--- src/verilog/txTimePkg.sv ---
// TX time calculator definitions
package txTimePkg;

  ////////////////////////////////////////////////////////////
  // Field widths
  ////////////////////////////////////////////////////////////
  localparam int NBIT_WIDTH      = 20;                    // Coded bits and quotient
  localparam int NBITPSYMB_WIDTH = 12;                    // Divisor and remainder
  localparam int LENGTH_WIDTH    = 16;                    // Packet length in bytes
  localparam int SYMBDUR_WIDTH   = 8;                     // Symbol time in 100 ns units
  localparam int PREAMBLE_WIDTH  = 16;                    // Preamble time in 100 ns units
  localparam int DURATION_WIDTH  = 32;
  localparam int STEPCNT_WIDTH   = $clog2(NBIT_WIDTH);    // Divider step counter
  localparam int AXI_ADDR_WIDTH  = 8;
  localparam int AXI_DATA_WIDTH  = 32;

  // Bits added around the payload
  localparam int SERVICE_BITS = 16;
  localparam int TAIL_BITS    = 6;

  ////////////////////////////////////////////////////////////
  // Register map
  ////////////////////////////////////////////////////////////
  localparam logic [AXI_ADDR_WIDTH-1:0] REG_CTRL      = 8'h00; // Start and roundUp
  localparam logic [AXI_ADDR_WIDTH-1:0] REG_LENGTH    = 8'h04;
  localparam logic [AXI_ADDR_WIDTH-1:0] REG_NDBPS     = 8'h08;
  localparam logic [AXI_ADDR_WIDTH-1:0] REG_TIMING    = 8'h0C; // symbDur low, preamble above
  localparam logic [AXI_ADDR_WIDTH-1:0] REG_STATUS    = 8'h10; // First read-only offset
  localparam logic [AXI_ADDR_WIDTH-1:0] REG_NSYMB     = 8'h14;
  localparam logic [AXI_ADDR_WIDTH-1:0] REG_DURATION  = 8'h18;
  localparam logic [AXI_ADDR_WIDTH-1:0] REG_REMAINDER = 8'h1C; // Last mapped offset

  // Shared payload types
  typedef logic [NBIT_WIDTH-1:0]      nBit_t;
  typedef logic [NBITPSYMB_WIDTH-1:0] nBitPSymb_t;
  typedef logic [DURATION_WIDTH-1:0]  duration_t;

  // AXI response codes in use
  typedef enum logic [1:0]
  {
    OKAY   = 2'b00,
    SLVERR = 2'b10
  } axiResp_t;

endpackage

--- src/verilog/txTimeIfs.sv ---
`timescale 1ns/1ps
// Configuration and divider interfaces

// Register block to control block
interface txCfgIf import txTimePkg::*; ();
  logic                       start_p;      // One-cycle start
  logic [LENGTH_WIDTH-1:0]    psduLength;
  nBitPSymb_t                 nBitPSymb;
  logic                       roundUp;
  logic [SYMBDUR_WIDTH-1:0]   symbDur;
  logic [PREAMBLE_WIDTH-1:0]  preambleDur;
  logic                       busy;
  logic                       done_p;       // Results valid from here
  logic                       divByZero;
  nBit_t                      nSymb;
  nBitPSymb_t                 remainder;
  duration_t                  duration;

  modport regs
  (
    output start_p, psduLength, nBitPSymb, roundUp, symbDur, preambleDur,
    input  busy, done_p, divByZero, nSymb, remainder, duration
  );

  modport ctrl
  (
    input  start_p, psduLength, nBitPSymb, roundUp, symbDur, preambleDur,
    output busy, done_p, divByZero, nSymb, remainder, duration
  );
endinterface

// Control block to divider
interface divIf import txTimePkg::*; ();
  logic       divStart_p;   // Only issued while divider idle
  nBit_t      dividend;
  nBitPSymb_t divisor;
  logic       roundUp;
  nBit_t      quotient;
  nBitPSymb_t remainder;    // Before round-up
  logic       divDone_p;

  modport ctrl (output divStart_p, dividend, divisor, roundUp,
                input  quotient, remainder, divDone_p);

  modport div  (input  divStart_p, dividend, divisor, roundUp,
                output quotient, remainder, divDone_p);
endinterface

--- src/verilog/symbolDivider.sv ---
`timescale 1ns/1ps
// Restoring symbol divider

module symbolDivider import txTimePkg::*;
(
  input  logic macCoreClk,
  input  logic macCoreClkHardRst_n,
  divIf.div    div
);

  logic                                  running;
  logic [STEPCNT_WIDTH-1:0]              stepCnt;     // Quotient bits left minus one
  logic                                  lastStep;
  logic                                  doneReg;
  logic                                  roundUpReg;
  nBit_t                                 remReg;      // Partial remainder
  nBit_t                                 quotReg;
  logic [NBIT_WIDTH+NBITPSYMB_WIDTH-2:0] alignedDiv;  // Divisor shifted under current bit
  logic                                  canSub;
  nBit_t                                 remStep;
  nBit_t                                 quotStep;
  logic                                  roundInc;

  ////////////////////////////////////////////////////////////
  // One quotient bit per cycle
  ////////////////////////////////////////////////////////////
  assign canSub   = {{(NBITPSYMB_WIDTH-1){1'b0}}, remReg} >= alignedDiv;
  // canSub keeps alignedDiv below 2**NBIT_WIDTH so the low slice is exact
  assign remStep  = canSub ? remReg - alignedDiv[NBIT_WIDTH-1:0] : remReg;
  assign quotStep = {quotReg[NBIT_WIDTH-2:0], canSub};
  assign lastStep = running && (stepCnt == '0);
  assign roundInc = roundUpReg && (remStep != '0);  // Only on inexact result

  // Step control
  always_ff @(posedge macCoreClk or negedge macCoreClkHardRst_n)
  begin
    if (!macCoreClkHardRst_n)
    begin
      running <= 1'b0;
      stepCnt <= '0;
      doneReg <= 1'b0;
    end
    else
    begin
      doneReg <= lastStep;                   // Pulse after final bit
      if (div.divStart_p)
      begin
        running <= 1'b1;
        stepCnt <= STEPCNT_WIDTH'(NBIT_WIDTH - 1);
      end
      else if (lastStep)
        running <= 1'b0;
      else if (running)
        stepCnt <= stepCnt - 1'b1;
    end
  end

  // Datapath
  always_ff @(posedge macCoreClk or negedge macCoreClkHardRst_n)
  begin
    if (!macCoreClkHardRst_n)
    begin
      remReg     <= '0;
      quotReg    <= '0;
      alignedDiv <= '0;
      roundUpReg <= 1'b0;
    end
    else if (div.divStart_p)
    begin
      // Load cycle
      remReg     <= div.dividend;
      quotReg    <= '0;
      alignedDiv <= {div.divisor, {(NBIT_WIDTH-1){1'b0}}}; // MSB of quotient first
      roundUpReg <= div.roundUp;
    end
    else if (running)
    begin
      remReg     <= remStep;
      alignedDiv <= alignedDiv >> 1;
      if (lastStep)
        quotReg <= quotStep + nBit_t'(roundInc);     // Round-up folded into last bit
      else
        quotReg <= quotStep;
    end
  end

  assign div.quotient  = quotReg;
  assign div.remainder = remReg[NBITPSYMB_WIDTH-1:0]; // Always below divisor
  assign div.divDone_p = doneReg;

endmodule

--- src/verilog/txTimeCtrl.sv ---
`timescale 1ns/1ps
// TX time control sequencer

module txTimeCtrl import txTimePkg::*;
(
  input  logic macCoreClk,
  input  logic macCoreClkHardRst_n,
  txCfgIf.ctrl cfg,
  divIf.ctrl   div
);

  typedef enum logic [1:0]
  {
    IDLE,
    DIVIDING,
    FINISHING       // Zero divisor path only
  } ctrlState_t;

  ctrlState_t                state;
  logic                      startOk;      // Start accepted in idle
  logic                      zeroDiv;
  logic                      divStartReg;
  logic                      doneReg;
  logic                      finish;
  nBit_t                     dividendReg;
  nBitPSymb_t                divisorReg;
  logic                      roundUpReg;
  logic [SYMBDUR_WIDTH-1:0]  symbDurReg;
  logic [PREAMBLE_WIDTH-1:0] preambleReg;
  nBit_t                     nSymbNext;
  nBitPSymb_t                remNext;
  nBit_t                     nSymbReg;
  nBitPSymb_t                remReg;
  duration_t                 durReg;
  logic                      divByZeroReg;

  assign startOk   = (state == IDLE) && cfg.start_p; // Start while busy dropped
  assign finish    = ((state == DIVIDING) && div.divDone_p) || (state == FINISHING);
  assign nSymbNext = zeroDiv ? '0 : div.quotient;
  assign remNext   = zeroDiv ? '0 : div.remainder;

  ////////////////////////////////////////////////////////////
  // Sequencer
  ////////////////////////////////////////////////////////////
  always_ff @(posedge macCoreClk or negedge macCoreClkHardRst_n)
  begin
    if (!macCoreClkHardRst_n)
    begin
      state       <= IDLE;
      zeroDiv     <= 1'b0;
      divStartReg <= 1'b0;
      doneReg     <= 1'b0;
    end
    else
    begin
      divStartReg <= 1'b0;
      doneReg     <= finish;                 // Done with the results
      case (state)
        IDLE:
          if (startOk)
          begin
            zeroDiv     <= (cfg.nBitPSymb == '0);
            divStartReg <= (cfg.nBitPSymb != '0);    // Divider skipped on zero
            state       <= (cfg.nBitPSymb == '0) ? FINISHING : DIVIDING;
          end
        DIVIDING:
          if (div.divDone_p)
            state <= IDLE;
        default:
          state <= IDLE;
      endcase
    end
  end

  // Operands held for the whole run
  always_ff @(posedge macCoreClk or negedge macCoreClkHardRst_n)
  begin
    if (!macCoreClkHardRst_n)
    begin
      dividendReg <= '0;
      divisorReg  <= '0;
      roundUpReg  <= 1'b0;
      symbDurReg  <= '0;
      preambleReg <= '0;
    end
    else if (startOk)
    begin
      dividendReg <= nBit_t'({cfg.psduLength, 3'b000}) + nBit_t'(SERVICE_BITS + TAIL_BITS);
      divisorReg  <= cfg.nBitPSymb;
      roundUpReg  <= cfg.roundUp;
      symbDurReg  <= cfg.symbDur;
      preambleReg <= cfg.preambleDur;
    end
  end

  ////////////////////////////////////////////////////////////
  // Results
  ////////////////////////////////////////////////////////////
  always_ff @(posedge macCoreClk or negedge macCoreClkHardRst_n)
  begin
    if (!macCoreClkHardRst_n)
    begin
      nSymbReg     <= '0;
      remReg       <= '0;
      durReg       <= '0;
      divByZeroReg <= 1'b0;
    end
    else if (startOk)
      divByZeroReg <= 1'b0;                  // Cleared by next valid start
    else if (finish)
    begin
      nSymbReg     <= nSymbNext;
      remReg       <= remNext;
      durReg       <= duration_t'(preambleReg) +
                      duration_t'(nSymbNext) * duration_t'(symbDurReg); // Preamble + symbols
      divByZeroReg <= zeroDiv;
    end
  end

  assign div.divStart_p = divStartReg;
  assign div.dividend   = dividendReg;
  assign div.divisor    = divisorReg;
  assign div.roundUp    = roundUpReg;

  assign cfg.busy      = (state != IDLE);
  assign cfg.done_p    = doneReg;
  assign cfg.divByZero = divByZeroReg;
  assign cfg.nSymb     = nSymbReg;
  assign cfg.remainder = remReg;
  assign cfg.duration  = durReg;

endmodule

--- src/verilog/txTimeRegs.sv ---
`timescale 1ns/1ps
// AXI4-Lite register block

module txTimeRegs import txTimePkg::*;
(
  input  logic                        macCoreClk,
  input  logic                        macCoreClkHardRst_n,
  // Write channels
  input  logic [AXI_ADDR_WIDTH-1:0]   awaddr,
  input  logic                        awvalid,
  output logic                        awready,
  input  logic [AXI_DATA_WIDTH-1:0]   wdata,
  input  logic [AXI_DATA_WIDTH/8-1:0] wstrb,
  input  logic                        wvalid,
  output logic                        wready,
  output axiResp_t                    bresp,
  output logic                        bvalid,
  input  logic                        bready,
  // Read channels
  input  logic [AXI_ADDR_WIDTH-1:0]   araddr,
  input  logic                        arvalid,
  output logic                        arready,
  output logic [AXI_DATA_WIDTH-1:0]   rdata,
  output axiResp_t                    rresp,
  output logic                        rvalid,
  input  logic                        rready,
  txCfgIf.regs                        cfg
);

  logic                                    wrReady;      // Shared aw/w ready
  logic                                    wrAccept;
  logic                                    rdAccept;
  logic                                    startReg;
  logic                                    doneSticky;
  logic                                    roundUpReg;
  logic [LENGTH_WIDTH-1:0]                 lengthReg;
  nBitPSymb_t                              nBitPSymbReg;
  logic [PREAMBLE_WIDTH+SYMBDUR_WIDTH-1:0] timingReg;    // {preamble, symbDur}
  logic [AXI_DATA_WIDTH-1:0]               rdValue;
  logic [AXI_DATA_WIDTH-1:0]               wrMerged;

  // Offset inside the map and word aligned
  function automatic logic isMapped(input logic [AXI_ADDR_WIDTH-1:0] addr);
    return (addr[1:0] == 2'b00) && (addr <= REG_REMAINDER);
  endfunction

  // Readback view of one register
  function automatic logic [AXI_DATA_WIDTH-1:0] regValue(input logic [AXI_ADDR_WIDTH-1:0] addr);
    logic [AXI_DATA_WIDTH-1:0] val;
    case (addr)
      REG_CTRL:      val = AXI_DATA_WIDTH'({roundUpReg, 1'b0}); // Start reads 0
      REG_LENGTH:    val = AXI_DATA_WIDTH'(lengthReg);
      REG_NDBPS:     val = AXI_DATA_WIDTH'(nBitPSymbReg);
      REG_TIMING:    val = AXI_DATA_WIDTH'(timingReg);
      REG_STATUS:    val = AXI_DATA_WIDTH'({cfg.divByZero, doneSticky, cfg.busy});
      REG_NSYMB:     val = AXI_DATA_WIDTH'(cfg.nSymb);
      REG_DURATION:  val = cfg.duration;
      REG_REMAINDER: val = AXI_DATA_WIDTH'(cfg.remainder);
      default:       val = '0;
    endcase
    return val;
  endfunction

  // Byte lanes with strobe take new data
  function automatic logic [AXI_DATA_WIDTH-1:0] mergeBytes(
    input logic [AXI_DATA_WIDTH-1:0]   oldVal,
    input logic [AXI_DATA_WIDTH-1:0]   newVal,
    input logic [AXI_DATA_WIDTH/8-1:0] strb);
    logic [AXI_DATA_WIDTH-1:0] res;
    res = oldVal;
    for (int i = 0; i < AXI_DATA_WIDTH/8; i++)
    begin
      if (strb[i])
        res[8*i +: 8] = newVal[8*i +: 8];
    end
    return res;
  endfunction

  ////////////////////////////////////////////////////////////
  // Handshakes
  ////////////////////////////////////////////////////////////
  assign awready  = wrReady;
  assign wready   = wrReady;
  assign wrAccept = wrReady && awvalid && wvalid;
  assign arready  = !rvalid;                 // Free when no read pending
  assign rdAccept = arvalid && arready;

  always_comb
  begin
    rdValue  = regValue(araddr);
    wrMerged = mergeBytes(regValue(awaddr), wdata, wstrb); // Read-modify-write view
  end

  always_ff @(posedge macCoreClk or negedge macCoreClkHardRst_n)
  begin
    if (!macCoreClkHardRst_n)
    begin
      wrReady <= 1'b0;
      bvalid  <= 1'b0;
      bresp   <= OKAY;
      rvalid  <= 1'b0;
      rdata   <= '0;
      rresp   <= OKAY;
    end
    else
    begin
      // One-cycle ready once both channels present
      wrReady <= !wrReady && !bvalid && awvalid && wvalid;
      if (wrAccept)
      begin
        bvalid <= 1'b1;
        bresp  <= isMapped(awaddr) ? OKAY : SLVERR;
      end
      else if (bready)
        bvalid <= 1'b0;

      if (rdAccept)
      begin
        rvalid <= 1'b1;
        rdata  <= rdValue;
        rresp  <= isMapped(araddr) ? OKAY : SLVERR;
      end
      else if (rready)
        rvalid <= 1'b0;                      // Held until taken
    end
  end

  ////////////////////////////////////////////////////////////
  // Configuration fields
  ////////////////////////////////////////////////////////////
  always_ff @(posedge macCoreClk or negedge macCoreClkHardRst_n)
  begin
    if (!macCoreClkHardRst_n)
    begin
      startReg     <= 1'b0;
      doneSticky   <= 1'b0;
      roundUpReg   <= 1'b0;
      lengthReg    <= '0;
      nBitPSymbReg <= '0;
      timingReg    <= '0;
    end
    else
    begin
      startReg <= wrAccept && (awaddr == REG_CTRL) && wstrb[0] && wdata[0]; // Self-clearing
      if (cfg.done_p)
        doneSticky <= 1'b1;
      else if (startReg)
        doneSticky <= 1'b0;                  // New run clears done
      if (wrAccept)
      begin
        // Read-only and unmapped offsets fall through
        case (awaddr)
          REG_CTRL:   roundUpReg   <= wrMerged[1];
          REG_LENGTH: lengthReg    <= wrMerged[LENGTH_WIDTH-1:0];
          REG_NDBPS:  nBitPSymbReg <= wrMerged[NBITPSYMB_WIDTH-1:0];
          REG_TIMING: timingReg    <= wrMerged[PREAMBLE_WIDTH+SYMBDUR_WIDTH-1:0];
          default:    ;
        endcase
      end
    end
  end

  assign cfg.start_p     = startReg;
  assign cfg.psduLength  = lengthReg;
  assign cfg.nBitPSymb   = nBitPSymbReg;
  assign cfg.roundUp     = roundUpReg;
  assign cfg.symbDur     = timingReg[SYMBDUR_WIDTH-1:0];
  assign cfg.preambleDur = timingReg[PREAMBLE_WIDTH+SYMBDUR_WIDTH-1:SYMBDUR_WIDTH];

endmodule

--- src/verilog/txTimeTop.sv ---
`timescale 1ns/1ps
// TX time calculator top level

module txTimeTop import txTimePkg::*;
(
  input  logic                        macCoreClk,
  input  logic                        macCoreClkHardRst_n,
  // AXI4-Lite write
  input  logic [AXI_ADDR_WIDTH-1:0]   awaddr,
  input  logic                        awvalid,
  output logic                        awready,
  input  logic [AXI_DATA_WIDTH-1:0]   wdata,
  input  logic [AXI_DATA_WIDTH/8-1:0] wstrb,
  input  logic                        wvalid,
  output logic                        wready,
  output axiResp_t                    bresp,
  output logic                        bvalid,
  input  logic                        bready,
  // AXI4-Lite read
  input  logic [AXI_ADDR_WIDTH-1:0]   araddr,
  input  logic                        arvalid,
  output logic                        arready,
  output logic [AXI_DATA_WIDTH-1:0]   rdata,
  output axiResp_t                    rresp,
  output logic                        rvalid,
  input  logic                        rready,
  output logic                        txTimeDone_p   // Interrupt pulse
);

  txCfgIf cfgBus ();
  divIf   divBus ();

  txTimeRegs txTimeRegs_inst
  (
    .macCoreClk          (macCoreClk),
    .macCoreClkHardRst_n (macCoreClkHardRst_n),
    .awaddr (awaddr), .awvalid (awvalid), .awready (awready),
    .wdata  (wdata),  .wstrb   (wstrb),   .wvalid  (wvalid), .wready (wready),
    .bresp  (bresp),  .bvalid  (bvalid),  .bready  (bready),
    .araddr (araddr), .arvalid (arvalid), .arready (arready),
    .rdata  (rdata),  .rresp   (rresp),   .rvalid  (rvalid), .rready (rready),
    .cfg    (cfgBus)
  );

  txTimeCtrl txTimeCtrl_inst
  (
    .macCoreClk          (macCoreClk),
    .macCoreClkHardRst_n (macCoreClkHardRst_n),
    .cfg                 (cfgBus),
    .div                 (divBus)
  );

  symbolDivider symbolDivider_inst
  (
    .macCoreClk          (macCoreClk),
    .macCoreClkHardRst_n (macCoreClkHardRst_n),
    .div                 (divBus)
  );

  assign txTimeDone_p = cfgBus.done_p;

endmodule
--- config.mk ---
export PLATFORM = sky130hd
export DESIGN_NAME = txTimeTop
export DESIGN_NICKNAME = d
export VERILOG_FILES = /design/src/verilog/txTimePkg.sv /design/src/verilog/txTimeIfs.sv /design/src/verilog/symbolDivider.sv /design/src/verilog/txTimeCtrl.sv /design/src/verilog/txTimeRegs.sv /design/src/verilog/txTimeTop.sv
export SDC_FILE = /design/constraint.sdc
export NUM_CORES = 1
export LEC_CHECK = 0
export ABC_AREA = 1
export BUFFER_PORTS_ARGS = -buffer_cell sky130_fd_sc_hd__buf_2
export CORE_MARGIN = 2
export CORE_UTILIZATION = 58
export DETAILED_ROUTE_END_ITERATION = 7
export PLACE_DENSITY_LB_ADDON = 0.08
export SLEW_MARGIN = 25
export SYNTH_ARGS = -nofsm -noshare
export SYNTH_HDL_FRONTEND = slang
export SYNTH_SLANG_ARGS = --single-unit
--- constraint.sdc ---
create_clock -name macCoreClk -period 11.94 [get_ports macCoreClk]
set_input_delay 0 -clock macCoreClk [delete_from_list [all_inputs] [get_ports macCoreClk]]
set_output_delay 0 -clock macCoreClk [all_outputs]
set_load 0.01 [all_outputs]
==> summary.md <==
| Metric | Value |
|---|---|
| Outcome | finished, violations left |
| Failing checks | hold timing |
| Final ANT Viol Nets | 0 |
| Metal-1 WL | 28300 um |
| First-pass GRT wire length | between 90000 and 100000 um |
| Vias/cell | 5.61 |
| Met3 WL post-DR | a little under 5000 um |
| H-tree depth | 1 |
| Final min period | about 6 ns |
| Crit path launch type | flip-flop |
| Switching Share | around a quarter |
| Initial Util | 58.7% |
| Layout cells sized above 1 | between 7 and 8% |
| DRT iter0 DRCs | between 1500 and 2000 |
| MaxCap Viol Count | 0 |
| Bufs and invs on worst path | 4 |
| WL/cell | between 15 and 20 um |
| Synth unique cells | 52 |
| Fin. Hold Viols | 13 |
| Worst endpoint required time | ~12 ns |
| Peak VDD IR | roughly 110 uV |
| Hold Slack | -0.0134 ns |
| Root Driver | clkbuf_16 |
| Max incr delay on CP | between 0.6 and 0.7 ns |
| Largest net degree at the start of global routing | roughly 100 |
| Cts-stage hold buffer count | 53 |
| Worst-path clk slew | roughly 0.060 ns |
| Worst Tran Pin Value | between 0.8 and 0.9 ns |
| Post-layout nets | approximately 3000 |
| Post-Synth Adder-Cell Area | 17.4% |
| Main combinational cell family by area after synthesis | simple AND/OR/NAND/NOR gates |
| CTS tree | yes |
| Cells after Synth | 2601 |
| GR Overflow Total | 0 |
| Initial antenna violation count | 0 |
| Core area | 0.0345 mm2 |
| Clock latency on the worst-skew pair | around 0.6 ns |
| Mean Syn Cell Area | just under 8 um2 |
| Buffers on Ports | 86 |
| P_sw | 0.520 mW |
| Post-synth ARST share | between 90% and 100% |
| Fin crit share | 50.2% |
| Yosys reg bits | a little under 300 |
| Final Max Tran Viols | 0 |
| Placed cells | about 3100 |
| DRC violations left | 0 |
| Worst Path Arrival | 6.44 ns |
| Syn-to-layout area delta | 12.0% |
| CP Capture Type | flip-flop |
| Fill cell count | 2984 |
| Die H | 191 um |
| Achievable frequency | ~170 MHz |
| Number of flops mapped to enable cells by yosys | 0 |
| Post-DP HPWL | 45000 um |
| LEAKAGE | between 10 and 15 nW |
| First-pass DRT Iterations | 6 |
| All-Layer GR Usage | around 34% |
| R2R setup slack | 5.94 ns |
| Synthesis warning total | 0 |
| Total die area | 0.0364 mm2 |
| Sequential area share after synthesis | between 30% and 40% |
| Reg area | between 0.007 and 0.008 mm2 |
| Crit-path cells | nor2_1, inv_1, nor2_1, fa_1, fa_1, fa_1, inv_1, fa_1, inv_1, ha_1, a21oi_1, o21ai_0, a21oi_1, inv_1, a21oi_1, o21ai_0, or2_2, nand3_1, o21ai_0 |
| Kind of critical path | reg -> reg |
| Combinational cell fraction of total power | ~4.7% |
| Mux cell area share after synthesis | less than 1% |
| FP Rows | 68 |
| HP Class | in -> async |
| Cell Count, Final, Fillers Out | between 3000 and 4000 |
| Vias in the first global route | between 15000 and 20000 |
| Worst path top cell family by delay | adder cells |
| Num CTS Buffers | 31 |
| Io pins | 101 |
| Xor/xnor share of the synthesized area | 1.73% |
| Total Neg Setup Slack | 0 ns |
| Sequential share of power | between 40% and 50% |
| CTS resizes | 0 |
| Setup bufs post-CTS | 0 |
| Clk pwr share | roughly half |
| Synth Cell Area | between 0.02 and 0.025 mm2 |
| Vias | 17800 |
| WL final | between 50000 and 60000 um |
| Die X | about 190 um |
| PD cells | roughly 97 mW/mm2 |
| Max_slew headroom | 42.0% |
| Final Skew | approximately 0.025 ns |
| Max FO, Critical Path | 23 |
| Ant. Diodes | 0 |
| Routed length on met2 | between 20000 and 25000 um |
| RSZ-0062 raised after global routing | no |
| Cell internal pwr | about 1.7 mW |
| Top sig layer | met4 |
| Fraction of the mapped netlist area in compound gates | a little over an eighth |
| Synth Area in Simple Gates | ~20% |
| Placer Congestion | 0.971 |
| Multi-input combinational cell area | between 0.01 and 0.015 mm2 |
| CTS Sinks | between 200 and 300 |
| Slowest cell on crit path | dfrtp_1 |
| Max clock buf depth | 3 |
| Final setup fails | 0 |
| Ys flop type | dfrtp_1 |
[cell usage in the layout (no fill, tap or decap), types with 6 or more instances in the layout]
cell,count
nand2_1,578
inv_1,475
dfrtp_1,290
nor2_1,256
o21ai_0,228
fa_1,125
o22ai_1,95
a21oi_1,90
buf_2,85
ha_1,81
nand3_1,74
dlygate4sd3_1,53
nor3_1,33
xor2_1,31
clkbuf_16,31
nand4_1,17
buf_4,14
nand2_2,12
o211ai_1,12
a31oi_1,10
xnor2_1,9
nor4_1,9
or2_2,8
mux2_2,8
bufinv_16,6
[flip-flops by register name, indices dropped and copies added (netlist names), 2 cells and up]
signal	count
symbolDivider_inst.stepCnt	5
txTimeCtrl_inst.cfg.remainder	12
txTimeCtrl_inst.symbDurReg	8
txTimeRegs_inst.cfg.psduLength	16
txTimeCtrl_inst.div.divisor	12
txTimeCtrl_inst.state	2
txTimeRegs_inst.cfg.nBitPSymb	12
txTimeCtrl_inst.cfg.duration	29
symbolDivider_inst.div.quotient	20
symbolDivider_inst.alignedDiv	31
txTimeRegs_inst.rdata	29
symbolDivider_inst.remReg	20
txTimeCtrl_inst.div.dividend	18
txTimeRegs_inst.timingReg	24
txTimeCtrl_inst.cfg.nSymb	20
txTimeCtrl_inst.preambleReg	16
[path summary, 6_finish.rpt]
path	start	to	depth (start not counted)
max	txTimeCtrl_inst.zeroDiv	txTimeCtrl_inst.cfg.duration[23]	19
min	macCoreClkHardRst_n	symbolDivider_inst.alignedDiv[12]	2
max reg2reg	txTimeCtrl_inst.zeroDiv	txTimeCtrl_inst.cfg.duration[23]	19
min reg2reg	symbolDivider_inst.div.divDone_p	txTimeCtrl_inst.state[0]	1
max in group asynchronous	macCoreClkHardRst_n	txTimeCtrl_inst.cfg.duration[26]	4
min in group macCoreClk	wstrb[2]	txTimeRegs_inst.timingReg[16]	3
[power by group through the flow]
| stage | clock network, mW | logic (mW) | registers [mW] |
|---|---|---|---|
| floorplan | 0 | 0.0428 | 1.01 |
| global placement | 0 | 0.0860 | 1.01 |
| detailed placement | 0 | 0.0880 | 1.01 |
| CTS | 1.10 | 0.102 | 0.996 |
| global route | 1.14 | 0.115 | 0.997 |
| finish | 1.09 | 0.102 | 0.996 |
[logic make-up (layout without fill, tap and decap cells)]
| logic type | count (synthesis) | count (layout) |
|---|---|---|
| AND/OR/NAND/NOR | 1002 | 1002 |
| buffers and inverters | 577 | 693 |
| AO/OA/AOI/OAI | 477 | 477 |
| flip-flops | 290 | 290 |
| adder cells (fa/ha/maj) | 206 | 206 |
| XOR/XNOR | 40 | 40 |
| multiplexers | 8 | 8 |
| other | 1 | 5 |
[metal layers]
layer,global-route usage [%],vias to the layer above
li1,-,8389
met1,52.9,8606
met2,47.7,716
met3,6.11,100
met4,8.88,0
met5,0,-
[cells in the mapped netlist (all sizes together), types with 4 or more instances]
cell type | instances | area, um2
ha | 81 | 1010
fa | 125 | 2500
or2 | 8 | 50.1
buf | 17 | 135
mux2 | 8 | 90.1
o21ai | 229 | 1150
nand4 | 17 | 106
nor3 | 35 | 191
inv | 477 | 1790
o21bai | 5 | 37.5
nand3 | 74 | 370
nand2 | 594 | 2290
nor4 | 9 | 56.3
o211ai | 12 | 90.1
nor2 | 262 | 1000
xnor2 | 9 | 78.8
dfrtp | 290 | 7260
a21oi | 93 | 477
a21o | 4 | 30.0
o221ai | 5 | 43.8
clkinv | 4 | 15.0
a31oi | 10 | 62.6
xor2 | 31 | 272
clkbuf | 79 | 297
o31ai | 4 | 30.0
o22ai | 95 | 594
[final cells by class]
cell class | count | share of cell area [%]
Clock inverter | 22 | 1.39
Multi-Input combinational cell | 1738 | 47.5
Tap cell | 455 | 2.51
Sequential cell | 290 | 32.1
Inverter | 481 | 7.97
Clock buffer | 36 | 3.73
Timing Repair Buffer | 154 | 4.84
[per-stage QoR]
stage	worst slack, ns	util, %	instance area [um2]	hold WS, ns	power, mW
after global routing	5.58	65.7	22600	0.0411	2.25
final	5.94	65.7	22600	-0.0134	2.19
after detailed placement	6.03	60.7	20900	0.0434	1.10
after CTS	6.00	65.6	22600	0.00237	2.19
after global placement	6.04	60.7	20900	0.0351	1.10
after floorplan	7.04	-	20200	-0.296	1.06
(Power assumes the default switching activity.)
